==> config.mk <==
export PLATFORM = sky130hd
export DESIGN_NAME = lc4_core
export DESIGN_NICKNAME = d
export VERILOG_FILES = /design/src/logic/lc4_pkg.sv /design/src/logic/lc4_fwd_if.sv /design/src/logic/lc4_alu.sv /design/src/logic/lc4_core.sv /design/src/logic/lc4_decoder.sv /design/src/logic/lc4_hazard_unit.sv /design/src/logic/lc4_pc_unit.sv /design/src/logic/lc4_regfile.sv
export SDC_FILE = /design/constraint.sdc
export NUM_CORES = 1
export LEC_CHECK = 0
export ABC_AREA = 0
export BUFFER_PORTS_ARGS = -buffer_cell sky130_fd_sc_hd__buf_2
export CORE_UTILIZATION = 60
export CTS_CLUSTER_SIZE = 14
export DETAILED_ROUTE_END_ITERATION = 6
export HOLD_SLACK_MARGIN = 0.15
export PLACE_DENSITY = 0.76
export SLEW_MARGIN = 20
export SYNTH_ARGS = -nofsm -noshare
export SYNTH_HDL_FRONTEND = slang
export SYNTH_SLANG_ARGS = --single-unit
==> constraint.sdc <==
create_clock -name gwe -period 8.99 [get_ports gwe]
set_clock_uncertainty 0.05 [all_clocks]
set_input_delay 0.4495 -clock gwe [delete_from_list [all_inputs] [get_ports gwe]]
set_output_delay 0.4495 -clock gwe [all_outputs]
set_load 0.05 [all_outputs]
==> src/logic/lc4_pkg.sv <==
// LC4 pipeline package
// ISA widths, opcode and stall encodings, the per-stage control record
// and the condition-code helper shared by the pipeline blocks

package lc4_pkg;

  localparam int WORD_W    = 16;
  localparam int REG_SEL_W = 3;

  // Top nibble of the instruction word
  typedef enum logic [3:0] {
    OP_BR    = 4'b0000,
    OP_ARITH = 4'b0001,
    OP_LOGIC = 4'b0101,
    OP_LDR   = 4'b0110,
    OP_STR   = 4'b0111,
    OP_CONST = 4'b1001,
    OP_JMP   = 4'b1100
  } opcode_e;

  // Register-form arithmetic sub-opcodes, insn[5:3]
  typedef enum logic [2:0] {
    ARITH_ADD = 3'b000,
    ARITH_MUL = 3'b001,
    ARITH_SUB = 3'b010
  } arith_sub_e;

  // Commit status reported at writeback
  typedef enum logic [1:0] {
    STALL_NONE     = 2'd0,
    STALL_FLUSH    = 2'd2,
    STALL_LOAD_USE = 2'd3
  } stall_e;

  typedef logic [2:0] nzp_t;

  typedef struct packed {
    logic [WORD_W-1:0]    pc;
    logic [WORD_W-1:0]    insn;
    logic [REG_SEL_W-1:0] rs_sel;
    logic [REG_SEL_W-1:0] rt_sel;
    logic [REG_SEL_W-1:0] wsel;
    logic                 rs_used;
    logic                 rt_used;
    logic                 regfile_we;
    logic                 nzp_we;
    logic                 is_load;
    logic                 is_store;
    logic                 is_branch;
    logic                 is_jump;
    stall_e               stall;
  } stage_ctl_t;

  // Empty slot injected on a flush
  localparam stage_ctl_t BUBBLE = '{stall: STALL_FLUSH, default: '0};

  // Signed sign of a result as n/z/p
  function automatic nzp_t nzp_of(input logic [WORD_W-1:0] value);
    if (value[WORD_W-1]) begin
      return 3'b100;
    end
    if (value == '0) begin
      return 3'b010;
    end
    return 3'b001;
  endfunction

endpackage

==> src/logic/lc4_fwd_if.sv <==
// LC4 forwarding interface
// Destinations of the memory and writeback stages, sent back to the
// hazard unit every cycle

`timescale 1ns/1ps

interface lc4_fwd_if
  import lc4_pkg::*;
();

  // Memory stage
  logic [REG_SEL_W-1:0] m_wsel;
  logic                 m_we;
  logic                 m_is_load;
  stall_e               m_stall;

  // Writeback stage
  logic [REG_SEL_W-1:0] w_wsel;
  logic                 w_we;
  stall_e               w_stall;

  modport src  (output m_wsel, m_we, m_is_load, m_stall, w_wsel, w_we, w_stall);
  modport sink (input  m_wsel, m_we, m_is_load, m_stall, w_wsel, w_we, w_stall);

endinterface

==> src/logic/lc4_alu.sv <==
// LC4 execute ALU
// Arithmetic, AND, CONST and the base-plus-offset address of loads and stores

`timescale 1ns/1ps

module lc4_alu
  import lc4_pkg::*;
(
  input  logic [WORD_W-1:0] i_insn,
  input  logic [WORD_W-1:0] i_rs_data,
  input  logic [WORD_W-1:0] i_rt_data,
  output logic [WORD_W-1:0] o_result
);

  opcode_e           op;
  arith_sub_e        sub;
  logic [WORD_W-1:0] imm5;
  logic [WORD_W-1:0] imm6;
  logic [WORD_W-1:0] imm9;

  assign op   = opcode_e'(i_insn[15:12]);
  assign sub  = arith_sub_e'(i_insn[5:3]);
  assign imm5 = {{(WORD_W-5){i_insn[4]}}, i_insn[4:0]};
  assign imm6 = {{(WORD_W-6){i_insn[5]}}, i_insn[5:0]};
  assign imm9 = {{(WORD_W-9){i_insn[8]}}, i_insn[8:0]};

  always_comb begin
    o_result = '0;
    case (op)
      OP_ARITH: begin
        if (i_insn[5]) begin
          o_result = i_rs_data + imm5;
        end else begin
          case (sub)
            ARITH_ADD: o_result = i_rs_data + i_rt_data;
            ARITH_MUL: o_result = i_rs_data * i_rt_data;
            ARITH_SUB: o_result = i_rs_data - i_rt_data;
            default:   o_result = '0;
          endcase
        end
      end
      OP_LOGIC: o_result = i_rs_data & i_rt_data;
      OP_LDR, OP_STR: o_result = i_rs_data + imm6;
      OP_CONST: o_result = imm9;
      default: o_result = '0;
    endcase
  end

endmodule

==> src/logic/lc4_core.sv <==
// LC4 five-stage pipelined core
// Fetch, decode, execute, memory, writeback with full bypassing,
// load-to-use stall and two-slot flush on taken control flow

`timescale 1ns/1ps

module lc4_core
  import lc4_pkg::*;
#(
  parameter logic [WORD_W-1:0] RESET_PC = 16'h8200
) (
  input  logic                 gwe,
  input  logic                 i_arst_n,
  input  logic [WORD_W-1:0]    i_imem_data,
  input  logic [WORD_W-1:0]    i_dmem_data,
  output logic [WORD_W-1:0]    o_imem_addr,
  output logic [WORD_W-1:0]    o_dmem_addr,
  output logic                 o_dmem_we,
  output logic [WORD_W-1:0]    o_dmem_wdata,
  output logic [1:0]           o_wb_stall,
  output logic [WORD_W-1:0]    o_wb_pc,
  output logic [WORD_W-1:0]    o_wb_insn,
  output logic                 o_wb_regfile_we,
  output logic [REG_SEL_W-1:0] o_wb_wsel,
  output logic [WORD_W-1:0]    o_wb_data,
  output logic                 o_wb_nzp_we,
  output nzp_t                 o_wb_nzp
);

  stage_ctl_t        dec_ctl, d_next, x_next;
  stage_ctl_t        d_ctl, x_ctl, m_ctl, w_ctl;
  logic [WORD_W-1:0] rf_rs, rf_rt, x_rs, x_rt, rs_val, rt_val, alu_out;
  logic [WORD_W-1:0] m_result, m_rt, w_result, w_load;
  logic              m_st_wm, load_use, flush;
  logic              rs_mx, rs_wx, rt_mx, rt_wx, st_wm;

  lc4_fwd_if fwd ();

  assign fwd.m_wsel    = m_ctl.wsel;
  assign fwd.m_we      = m_ctl.regfile_we;
  assign fwd.m_is_load = m_ctl.is_load;
  assign fwd.m_stall   = m_ctl.stall;
  assign fwd.w_wsel    = w_ctl.wsel;
  assign fwd.w_we      = w_ctl.regfile_we;
  assign fwd.w_stall   = w_ctl.stall;

  lc4_pc_unit #(.RESET_PC(RESET_PC)) u_pc (
    .gwe(gwe), .i_arst_n(i_arst_n), .i_stall(load_use), .i_x_ctl(x_ctl),
    .i_m_result(m_result), .i_m_nzp_we(m_ctl.nzp_we), .i_w_nzp_we(w_ctl.nzp_we),
    .i_w_nzp(o_wb_nzp), .o_pc(o_imem_addr), .o_flush(flush), .o_nzp()
  );

  lc4_decoder u_dec (.i_insn(i_imem_data), .i_pc(o_imem_addr), .o_ctl(dec_ctl));

  lc4_regfile u_rf (
    .gwe(gwe), .i_arst_n(i_arst_n), .i_rs_sel(d_ctl.rs_sel), .i_rt_sel(d_ctl.rt_sel),
    .i_wsel(w_ctl.wsel), .i_we(w_ctl.regfile_we), .i_wdata(o_wb_data),
    .o_rs_data(rf_rs), .o_rt_data(rf_rt)
  );

  lc4_hazard_unit u_hz (
    .i_d_ctl(d_ctl), .i_x_ctl(x_ctl), .fwd(fwd), .o_load_use_stall(load_use),
    .o_rs_sel_mx(rs_mx), .o_rs_sel_wx(rs_wx), .o_rt_sel_mx(rt_mx),
    .o_rt_sel_wx(rt_wx), .o_st_sel_wm(st_wm)
  );

  // Operand selection in execute
  assign rs_val = rs_mx ? m_result : (rs_wx ? o_wb_data : x_rs);
  assign rt_val = rt_mx ? m_result : (rt_wx ? o_wb_data : x_rt);

  lc4_alu u_alu (.i_insn(x_ctl.insn), .i_rs_data(rs_val), .i_rt_data(rt_val), .o_result(alu_out));

  // Decode holds on a stall, execute takes a load-use bubble
  always_comb begin
    d_next = flush ? BUBBLE : (load_use ? d_ctl : dec_ctl);
    x_next = d_ctl;
    if (flush) begin
      x_next = BUBBLE;
    end else if (load_use) begin
      x_next       = BUBBLE;
      x_next.stall = STALL_LOAD_USE;
    end
  end

  always_ff @(posedge gwe or negedge i_arst_n) begin
    if (!i_arst_n) begin
      d_ctl   <= BUBBLE;
      x_ctl   <= BUBBLE;
      m_ctl   <= BUBBLE;
      w_ctl   <= BUBBLE;
      m_st_wm <= 1'b0;
    end else begin
      d_ctl   <= d_next;
      x_ctl   <= x_next;
      m_ctl   <= x_ctl;
      w_ctl   <= m_ctl;
      m_st_wm <= st_wm;
    end
  end

  always_ff @(posedge gwe) begin
    x_rs     <= rf_rs;
    x_rt     <= rf_rt;
    m_result <= alu_out;
    m_rt     <= rt_val;
    w_result <= m_result;
    w_load   <= i_dmem_data;
  end

  // Memory stage
  assign o_dmem_addr  = (m_ctl.is_load || m_ctl.is_store) ? m_result : '0;
  assign o_dmem_we    = m_ctl.is_store;
  assign o_dmem_wdata = m_st_wm ? o_wb_data : m_rt;

  // Writeback trace
  assign o_wb_data       = w_ctl.is_load ? w_load : w_result;
  assign o_wb_nzp        = nzp_of(o_wb_data);
  assign o_wb_stall      = w_ctl.stall;
  assign o_wb_pc         = w_ctl.pc;
  assign o_wb_insn       = w_ctl.insn;
  assign o_wb_regfile_we = w_ctl.regfile_we;
  assign o_wb_wsel       = w_ctl.wsel;
  assign o_wb_nzp_we     = w_ctl.nzp_we;

  a_no_store_on_load: assert property (@(posedge gwe) disable iff (!i_arst_n)
    !(o_dmem_we && m_ctl.is_load))
    else $error("Data memory write during a load");

endmodule

==> src/logic/lc4_decoder.sv <==
// LC4 instruction decoder
// Builds the stage control record from a fetched instruction word

`timescale 1ns/1ps

module lc4_decoder
  import lc4_pkg::*;
(
  input  logic [WORD_W-1:0] i_insn,
  input  logic [WORD_W-1:0] i_pc,
  output stage_ctl_t        o_ctl
);

  opcode_e    op;
  arith_sub_e sub;

  assign op  = opcode_e'(i_insn[15:12]);
  assign sub = arith_sub_e'(i_insn[5:3]);

  always_comb begin
    o_ctl        = '0;
    o_ctl.pc     = i_pc;
    o_ctl.insn   = i_insn;
    o_ctl.rs_sel = i_insn[8:6];
    o_ctl.rt_sel = i_insn[2:0];
    o_ctl.wsel   = i_insn[11:9];
    o_ctl.stall  = STALL_NONE;
    case (op)
      // BR with no condition bits is the canonical NOP
      OP_BR: o_ctl.is_branch = |i_insn[11:9];
      OP_ARITH: begin
        if (i_insn[5] || sub inside {ARITH_ADD, ARITH_MUL, ARITH_SUB}) begin
          o_ctl.rs_used    = 1'b1;
          o_ctl.rt_used    = !i_insn[5];
          o_ctl.regfile_we = 1'b1;
          o_ctl.nzp_we     = 1'b1;
        end
      end
      OP_LOGIC: begin
        // Only the register AND is supported
        if (i_insn[5:3] == 3'b000) begin
          o_ctl.rs_used    = 1'b1;
          o_ctl.rt_used    = 1'b1;
          o_ctl.regfile_we = 1'b1;
          o_ctl.nzp_we     = 1'b1;
        end
      end
      OP_LDR: begin
        o_ctl.rs_used    = 1'b1;
        o_ctl.regfile_we = 1'b1;
        o_ctl.nzp_we     = 1'b1;
        o_ctl.is_load    = 1'b1;
      end
      OP_STR: begin
        // Store data register sits in the destination field
        o_ctl.rt_sel   = i_insn[11:9];
        o_ctl.rs_used  = 1'b1;
        o_ctl.rt_used  = 1'b1;
        o_ctl.is_store = 1'b1;
      end
      OP_CONST: begin
        o_ctl.regfile_we = 1'b1;
        o_ctl.nzp_we     = 1'b1;
      end
      OP_JMP: o_ctl.is_jump = i_insn[11];
      default: ;
    endcase
  end

endmodule

==> src/logic/lc4_hazard_unit.sv <==
// LC4 hazard unit
// Load-to-use stall detection and bypass selects for the execute operands
// and the store data of the memory stage

`timescale 1ns/1ps

module lc4_hazard_unit
  import lc4_pkg::*;
(
  input  stage_ctl_t  i_d_ctl,
  input  stage_ctl_t  i_x_ctl,
  lc4_fwd_if.sink     fwd,
  output logic        o_load_use_stall,
  output logic        o_rs_sel_mx,
  output logic        o_rs_sel_wx,
  output logic        o_rt_sel_mx,
  output logic        o_rt_sel_wx,
  output logic        o_st_sel_wm
);

  logic m_valid;
  logic w_valid;
  logic rs_hit_m;
  logic rt_hit_m;
  logic rs_hit_w;
  logic rt_hit_w;

  // Branches also wait on a load because the load sets NZP late
  assign o_load_use_stall = i_x_ctl.is_load &&
                            ((i_d_ctl.rs_used && i_x_ctl.wsel == i_d_ctl.rs_sel) ||
                             (i_d_ctl.rt_used && i_x_ctl.wsel == i_d_ctl.rt_sel) ||
                             i_d_ctl.is_branch);

  assign m_valid = fwd.m_we && fwd.m_stall == STALL_NONE;
  assign w_valid = fwd.w_we && fwd.w_stall == STALL_NONE;

  assign rs_hit_m = m_valid && i_x_ctl.rs_used && fwd.m_wsel == i_x_ctl.rs_sel;
  assign rt_hit_m = m_valid && i_x_ctl.rt_used && fwd.m_wsel == i_x_ctl.rt_sel;
  assign rs_hit_w = w_valid && i_x_ctl.rs_used && fwd.w_wsel == i_x_ctl.rs_sel;
  assign rt_hit_w = w_valid && i_x_ctl.rt_used && fwd.w_wsel == i_x_ctl.rt_sel;

  // Memory stage is younger, so it wins over writeback
  assign o_rs_sel_mx = rs_hit_m;
  assign o_rt_sel_mx = rt_hit_m;
  assign o_rs_sel_wx = rs_hit_w && !rs_hit_m;
  assign o_rt_sel_wx = rt_hit_w && !rt_hit_m;

  // Store data produced by the load now in memory; picked up one cycle later
  // from writeback, so the core registers this select alongside the store
  assign o_st_sel_wm = i_x_ctl.is_store && fwd.m_is_load && rt_hit_m;

  // A load result is never forwarded from memory to execute
  a_mx_not_load: assert final (!((o_rs_sel_mx || o_rt_sel_mx) && fwd.m_is_load))
    else $error("MX bypass selected a load in the memory stage");

endmodule

==> src/logic/lc4_pc_unit.sv <==
// LC4 next-PC unit
// PC and NZP registers, NZP bypass to execute, branch and jump resolution

`timescale 1ns/1ps

module lc4_pc_unit
  import lc4_pkg::*;
#(
  parameter logic [WORD_W-1:0] RESET_PC = 16'h8200
) (
  input  logic              gwe,
  input  logic              i_arst_n,
  input  logic              i_stall,
  input  stage_ctl_t        i_x_ctl,
  input  logic [WORD_W-1:0] i_m_result,
  input  logic              i_m_nzp_we,
  input  logic              i_w_nzp_we,
  input  nzp_t              i_w_nzp,
  output logic [WORD_W-1:0] o_pc,
  output logic              o_flush,
  output nzp_t              o_nzp
);

  logic [WORD_W-1:0] offset;
  logic [WORD_W-1:0] target;
  logic [WORD_W-1:0] next_pc;
  nzp_t              x_nzp;
  logic              br_taken;

  // Youngest producer first
  assign x_nzp = i_m_nzp_we ? nzp_of(i_m_result) : (i_w_nzp_we ? i_w_nzp : o_nzp);

  assign br_taken = i_x_ctl.is_branch && |(i_x_ctl.insn[11:9] & x_nzp);
  assign o_flush  = br_taken || i_x_ctl.is_jump;

  assign offset  = i_x_ctl.is_jump ? {{(WORD_W-11){i_x_ctl.insn[10]}}, i_x_ctl.insn[10:0]}
                                   : {{(WORD_W-9){i_x_ctl.insn[8]}}, i_x_ctl.insn[8:0]};
  assign target  = i_x_ctl.pc + WORD_W'(1) + offset;
  assign next_pc = o_flush ? target : o_pc + WORD_W'(1);

  always_ff @(posedge gwe or negedge i_arst_n) begin
    if (!i_arst_n) begin
      o_pc <= RESET_PC;
    end else if (!i_stall) begin
      o_pc <= next_pc;
    end
  end

  always_ff @(posedge gwe or negedge i_arst_n) begin
    if (!i_arst_n) begin
      o_nzp <= '0;
    end else if (i_w_nzp_we) begin
      o_nzp <= i_w_nzp;
    end
  end

  // The resolving instruction in execute is never a load, so no overlap
  a_flush_no_stall: assert property (@(posedge gwe) disable iff (!i_arst_n)
    !(o_flush && i_stall))
    else $error("Flush and load-use stall in the same cycle");

endmodule

==> src/logic/lc4_regfile.sv <==
// LC4 register file
// Eight 16-bit registers, two combinational read ports, one write port,
// with same-cycle write-through on both reads

`timescale 1ns/1ps

module lc4_regfile
  import lc4_pkg::*;
(
  input  logic                 gwe,
  input  logic                 i_arst_n,
  input  logic [REG_SEL_W-1:0] i_rs_sel,
  input  logic [REG_SEL_W-1:0] i_rt_sel,
  input  logic [REG_SEL_W-1:0] i_wsel,
  input  logic                 i_we,
  input  logic [WORD_W-1:0]    i_wdata,
  output logic [WORD_W-1:0]    o_rs_data,
  output logic [WORD_W-1:0]    o_rt_data
);

  localparam int NUM_REGS = 1 << REG_SEL_W;

  logic [WORD_W-1:0] regs [NUM_REGS];

  always_ff @(posedge gwe or negedge i_arst_n) begin
    if (!i_arst_n) begin
      for (int i = 0; i < NUM_REGS; i++) begin
        regs[i] <= '0;
      end
    end else if (i_we) begin
      regs[i_wsel] <= i_wdata;
    end
  end

  // WD bypass
  assign o_rs_data = (i_we && i_wsel == i_rs_sel) ? i_wdata : regs[i_rs_sel];
  assign o_rt_data = (i_we && i_wsel == i_rt_sel) ? i_wdata : regs[i_rt_sel];

endmodule

==> results of run 1 <==
per-stage QoR:
stage | hold WS, ns | setup WS (ns)
after floorplan | 0.1039 | 1.542
after global placement | 0.2831 | 1.380
after detailed placement | 0.2847 | 1.235
after CTS | 0.1567 | 1.135
after global routing | 0.1789 | 0.6673
final | 0.1808 | 1.037
sequential cells by signal (all words and copies together), names as in the netlist, 31 cells and up:
signal / count
d_ctl: 43
m_ctl: 31
u_rf.regs: 128
x_ctl: 44
area by class of cell:
cell class              instances  area [um^2]
diodes                          1        2.502
inverters                     163        611.8
fillers                      3014        12270
clock inverters                18        264.0
clock buffers                  61         1286
multi-input cells            1654        12700
repair buffers                222         1401
well taps                     518        648.1
flip-flops and latches        404         9639
report_power, final:
group	switching (W)	internal [W]	total [W]
logic	0.00391	0.00251	0.00642
registers	0.000429	0.00240	0.00282
clock network	0.000757	0.00118	0.00193
total	0.00510	0.00608	0.0112
path summary, 6_finish.rpt:
kind                                  from  cells after the start            end
min                        i_imem_data[15]                      3      d_ctl[34]
max in group asynchronous         i_arst_n                      3      d_ctl[13]
max                               w_ctl[5]                     27   m_result[15]
min in group asynchronous         i_arst_n                      2  u_rf.regs[17]
min reg2reg                      m_ctl[35]                      0     o_wb_pc[0]
max reg2reg                       w_ctl[5]                     27   m_result[15]
metal layers:
metal | GRT usage [%] | share of wire (%) | vias to the layer above
met2 | 54.91 | 47 | 886
met1 | 46.16 | 40 | 9099
met4 | 15.35 | 4.5 | 0
met3 | 6.558 | 9.0 | 165
met5 | 0 | 0 | -
li1 | - | - | 8291
worst reg2reg max path, stage by stage (launching register included):
cell and delay, ns:
dfrtp_1 0.82, buf_4 0.32, mux2i_1 0.27, inv_1 0.13, mux2_1 0.31, mux2i_1 0.16, buf_4 0.22, clkinv_1 0.26
and2_1 0.25, fa_1 0.53, inv_1 0.06, fa_1 0.52, inv_1 0.05, fa_1 0.48, fa_1 0.54, inv_1 0.05
fa_1 0.45, fa_1 0.39, xnor2_1 0.19, xnor2_1 0.16, xnor2_1 0.16, xnor2_1 0.11, xnor2_1 0.27, xnor2_1 0.17
xnor3_1 0.25, xnor2_1 0.17, a311oi_1 0.29, o221ai_1 0.16
what timing repair did:
| item | 4_1_cts | 5_1_grt |
|---|---|---|
| hold buffers | 30 | 0 |
| hold endpoints to repair | 127 | 0 |
| setup endpoints to repair | 0 | 0 |
kinds of logic after synthesis:
group | synth area share [%]
xor gates and xnor gates | 4.350
DFF | 40.66
muxes | 11.42
AOI/OAI and AO/OA | 11.22
buffers and inverters | 5.965
and+or+nand+nor | 13.68
adders and majority gates | 12.70
layout by cell type, fill, tap and decap left out, drive strengths merged, types with 11 or more instances in the layout:
| cell type | netlist | layout |
|---|---|---|
| dfrtp | 302 | 302 |
| nand2 | 271 | 271 |
| nor2 | 226 | 226 |
| a21oi | 217 | 217 |
| buf | 54 | 192 |
| inv | 160 | 165 |
| o21ai | 126 | 126 |
| ha | 107 | 107 |
| dfxtp | 96 | 96 |
| fa | 83 | 83 |
| xnor2 | 82 | 82 |
| mux2i | 71 | 71 |
| and2 | 65 | 65 |
| mux4 | 64 | 64 |
| clkbuf | 114 | 61 |
| mux2 | 43 | 43 |
| nor2b | 32 | 32 |
| dlygate4sd3 | 0 | 30 |
| xor2 | 27 | 27 |
| nor3 | 25 | 25 |
| a211oi | 14 | 14 |
| and3 | 14 | 14 |
| nor4 | 14 | 14 |
| a21o | 13 | 13 |
| a31oi | 12 | 12 |
| nand4 | 12 | 12 |
| nand2b | 11 | 11 |
==> impl_metrics.csv, run 1 <==
group,metric,value,unit
outcome,status,"finished, final reports clean",
setup_path,slowest_delay,0.82,ns
setup_path,required,9.36,ns
power,ir_worst_vdd,0.0002795,V
synth,synth_nets,2613,
detailed_routing,wl_per_cell,22.41,um
timing,slew_headroom,21.99,%
timing,setup_viol,0,
timing,maxSlewViolCount,0,
setup_path,critical_path.max_fanout,13,
placement,port_buffers,140,
floorplanning,dieWidth,200.8,um
final_layout,post-route-util,68.40,%
synth,synth_edf_count,0,
power,leakagePower,12.09,nW
synth,syn-cell-area,23700,um^2
setup_path,crit_top_cell,"xnor2_1",
final_layout,instances_no_fill,3041,
timing,period_minus_slack,7.953,ns
setup_path,ff2ff_setup_slack,1.04,ns
clocking,post_cts_resized,0,
timing,tns,0,ns
detailed_routing,wl,68.14,mm
clocking,cts_setup_buffers,0,
synth,synth.largest_area_cell,"dfrtp_1",
clocking,worstSkewPairLatency,0.58,ns
power,p_per_area,421.0,nW/um^2
global_routing,grt_pass1_wl,106.8,mm
synth,yosysSeqAreaShare,40.66,%
clocking,cts_tree,"done",
synth,yosysMostFrequentCell,"dfrtp_1",
global_routing,antenna_found_initial,2,
min_path,worstHoldPathType,"primary input to register",
detailed_routing,drc,0,
synth,synth.avg_cell_area,9.921,um^2
placement,placed_area,24700,um^2
clocking,clk_pin_slew_worst_paths,0.06,ns
floorplanning,rows,72,
synth,synth.area.top_cells,"dfrtp_1 (32%), dfxtp_1 (8.1%), fa_1 (7.0%), mux4_2 (6.1%), ha_1 (5.6%)",
setup_path,cp_slowest_cell,"dfrtp_1",
synth,yosysWarnings,0,
placement,place_hpwl,47.74,mm
floorplanning,boundaryPins,141,
timing,hold_violations,0,
detailed_routing,viasPerCell,6.064,
clocking,root_buffer,"clkbuf_16",
synth,synth_ff_type,"dfrtp_1",
synth,synthCells,2389,
global_routing,grt_overflow,0,
synth,synthDominantCellAreaShare,31.89,%
detailed_routing,drt_iter0_drc,1528,
timing,tightestPinTransition,1.163,ns
floorplanning,initial_core_util,61.04,%
floorplanning,die_h,200.8,um
synth,synth_common_cells,"dfrtp_1 (302), nand2_1 (271), nor2_1 (226)",
detailed_routing,postRouteAntennaNets,0,
detailed_routing,num_vias,18441,
detailed_routing,drtPass1Iterations,5,
setup_path,critPathBufInv,7,
timing,rsz0062_at_grt,"no",
floorplanning,core_region_area,38830,um^2
global_routing,grt_pass1_vias,18760,
final_layout,drive_above_1_share,16.69,%
timing,fmax,125.7,MHz
final_layout,syn_to_final_growth,12.05,%
clocking,cts_buffers,44,
setup_path,critPathArrivalTime,8.32,ns
placement,dp_cells,2931,
synth,async_flop_share,76.24,%
clocking,htreeDepth,2,
global_routing,grt_max_degree,105,
global_routing,grt_usage,34.47,%
setup_path,critical-path-top-delay-family,"adder cells",
final_layout,final_nets,2713,
clocking,clock_path_buffers,3,
timing,finalCritPeriodShare,88.46,%
floorplanning,dieArea,40300,um^2
setup_path,critPathLaunchType,"register",
synth,synth.ff_latch_count,404,
synth,synth.distinct_cells,79,
power,power.total,0.01118,W
final_layout,fin_area,26560,um^2
setup_path,endpoint_kind,"register",
clocking,cts.sinks,404,
run,maxCapViolations,0,
placement,gp_congestion,1.017,
setup_path,path_class,"register to register",
No activity file was read; power rests on OpenSTA's default activity.
==> run 2, diff against run 1 <==
Clock period 8.99 ns to 7.6 ns, I/O delays scaled along.
==> impl_metrics.csv, run 2 (synthesis results as in run 1) <==
group,metric,value,unit
clocking,cts_tree,"done",
global_routing,grt_max_degree,120,
final_layout,fillerInstances,2902,
final_layout,reg_top3,"u_rf.regs x128, x_ctl x44, d_ctl x43",
timing,tightestPinTransition,1.058,ns
detailed_routing,num_vias,18758,
final_layout,layout_common_cells,"dfrtp_1 (300), nand2_1 (270), nor2_1 (224)",
global_routing,grt_pass1_wl,108.4,mm
final_layout,final_common_cell,"dfrtp_1",
floorplanning,core_region_area,38830,um^2
detailed_routing,postRouteAntennaNets,0,
clocking,worstSkewPairLatency,0.59,ns
clocking,htreeDepth,2,
timing,setup_viol,0,
floorplanning,rows,72,
final_layout,syn_to_final_growth,12.85,%
setup_path,r2r_cells,26,
final_layout,drive_above_1_share,17.48,%
placement,gp_congestion,1.036,
power,p_per_area,499.2,nW/um^2
final_layout,largest_reg_flops,128,
timing,tns,0,ns
final_layout,regMostFlops,"u_rf.regs",
outcome,status,"finished, final reports clean",
clocking,cts_buffers,42,
clocking,cts.sinks,404,
final_layout,final_nets,2742,
setup_path,critPathArrivalTime,7.60,ns
clocking,clk_pin_slew_worst_paths,0.06,ns
power,power.total,0.01335,W
setup_path,required,7.98,ns
global_routing,grt_overflow,0,
min_path,min_path_cells,0,
setup_path,path_class,"register to register",
detailed_routing,drc,0,
global_routing,grt_pass1_vias,19311,
run,maxCapViolations,0,
clocking,clock_path_buffers,3,
power,ir_worst_vdd,0.0003235,V
detailed_routing,drt_iter0_drc,1558,
min_path,worstHoldPathType,"register to register",
detailed_routing,wl,68.92,mm
timing,holdWs,0.2957,ns
global_routing,grt_usage,34.98,%
setup_path,critical_path.max_fanout,19,
setup_path,critPathLaunchType,"register",
clocking,root_buffer,"clkbuf_16",
timing,fin_ws,0.3803,ns
timing,slew_headroom,29.45,%
timing,maxSlewViolCount,0,
detailed_routing,drtPass1Iterations,6,
placement,post-place-ws,0.4474,ns
timing,fmax,138.5,MHz
detailed_routing,viasPerCell,6.112,
final_layout,antenna_cells,0,
power,leakagePower,12.19,nW
clocking,cts_setup_buffers,0,
detailed_routing,wl_per_cell,22.46,um
global_routing,antenna_found_initial,0,
timing,period_minus_slack,7.220,ns
timing,hold_violations,0,
placement,placed_area,24930,um^2
floorplanning,initial_core_util,61.04,%
floorplanning,dieWidth,200.8,um
floorplanning,dieArea,40300,um^2
floorplanning,die_h,200.8,um
placement,place_hpwl,47.79,mm
timing,rsz0062_at_grt,"no",
setup_path,endpoint_kind,"register",
floorplanning,boundaryPins,141,
placement,port_buffers,140,
timing,finalCritPeriodShare,95.00,%
final_layout,fin_area,26750,um^2
run 2: through the flow:
stage                     instances  util (%)
after floorplan                2389         -
final                          3069     68.89
after detailed placement       2958     64.22
after global placement         2958     64.21
after CTS                      3068     68.80
after global routing           3069     68.89
run 2: layout make-up:
type	count	area, um^2	area share, %
Multi-Input combinational cell	1654	12720	47.56
Sequential cell	404	9639	36.04
Timing Repair Buffer	253	1680	6.282
Clock buffer	60	1230	4.598
Tap cell	518	648.1	2.423
Inverter	163	611.8	2.287
Clock inverter	17	217.7	0.8139
run 2: what timing repair did:
| item | in CTS | in global routing |
|---|---|---|
| gates resized for setup | 0 | 4 |
| hold endpoints to repair | 149 | 0 |
| hold buffers | 33 | 0 |
| setup endpoints to repair | 0 | 2 |
run 2: path summary, 6_finish.rpt:
path                           start            end  slack (ns)
hold / removal             m_ctl[43]     o_wb_pc[8]        0.30
min in group asynchronous   i_arst_n   u_rf.regs[7]        0.41
setup reg to reg            m_ctl[6]   m_result[15]        0.38
max in group asynchronous   i_arst_n  u_rf.regs[92]        5.51
setup / recovery            m_ctl[6]   m_result[15]        0.38
hold reg to reg            m_ctl[43]     o_wb_pc[8]        0.30
run 2: worst max-delay path: stages (launching register included):
cell and delay (ns):
dfrtp_1 0.39, inv_2 0.07, or3_1 0.47, nor4_4 0.35
buf_12 0.21, mux2i_1 0.28, clkinv_1 0.12, and2_1 0.17
fa_1 0.55, inv_1 0.06, fa_1 0.52, inv_1 0.05
fa_1 0.48, fa_1 0.55, inv_1 0.05, fa_1 0.45
fa_1 0.42, xnor2_2 0.19, xnor2_1 0.16, xnor2_1 0.15
xnor2_1 0.17, xnor2_1 0.16, xnor2_1 0.15, xnor3_1 0.25
xnor2_1 0.14, a311oi_1 0.29, o221ai_1 0.16
run 2: power breakdown:
| group | total (W) | internal [W] | leakage [nW] | switching, W |
|---|---|---|---|---|
| clock network | 0.00217 | 0.00127 | 0.721 | 0.000896 |
| logic | 0.00783 | 0.00305 | 6.85 | 0.00479 |
| registers | 0.00335 | 0.00283 | 4.62 | 0.000514 |
run 2: metal layers:
metal / up-vias / global-route usage, % / routed length [um]
met5: - / 0 / 0
met4: 0 / 14.64 / 3014
met3: 187 / 7.094 / 6120
met2: 865 / 55.85 / 31990
met1: 9345 / 46.85 / 27800
li1: 8361 / - / -
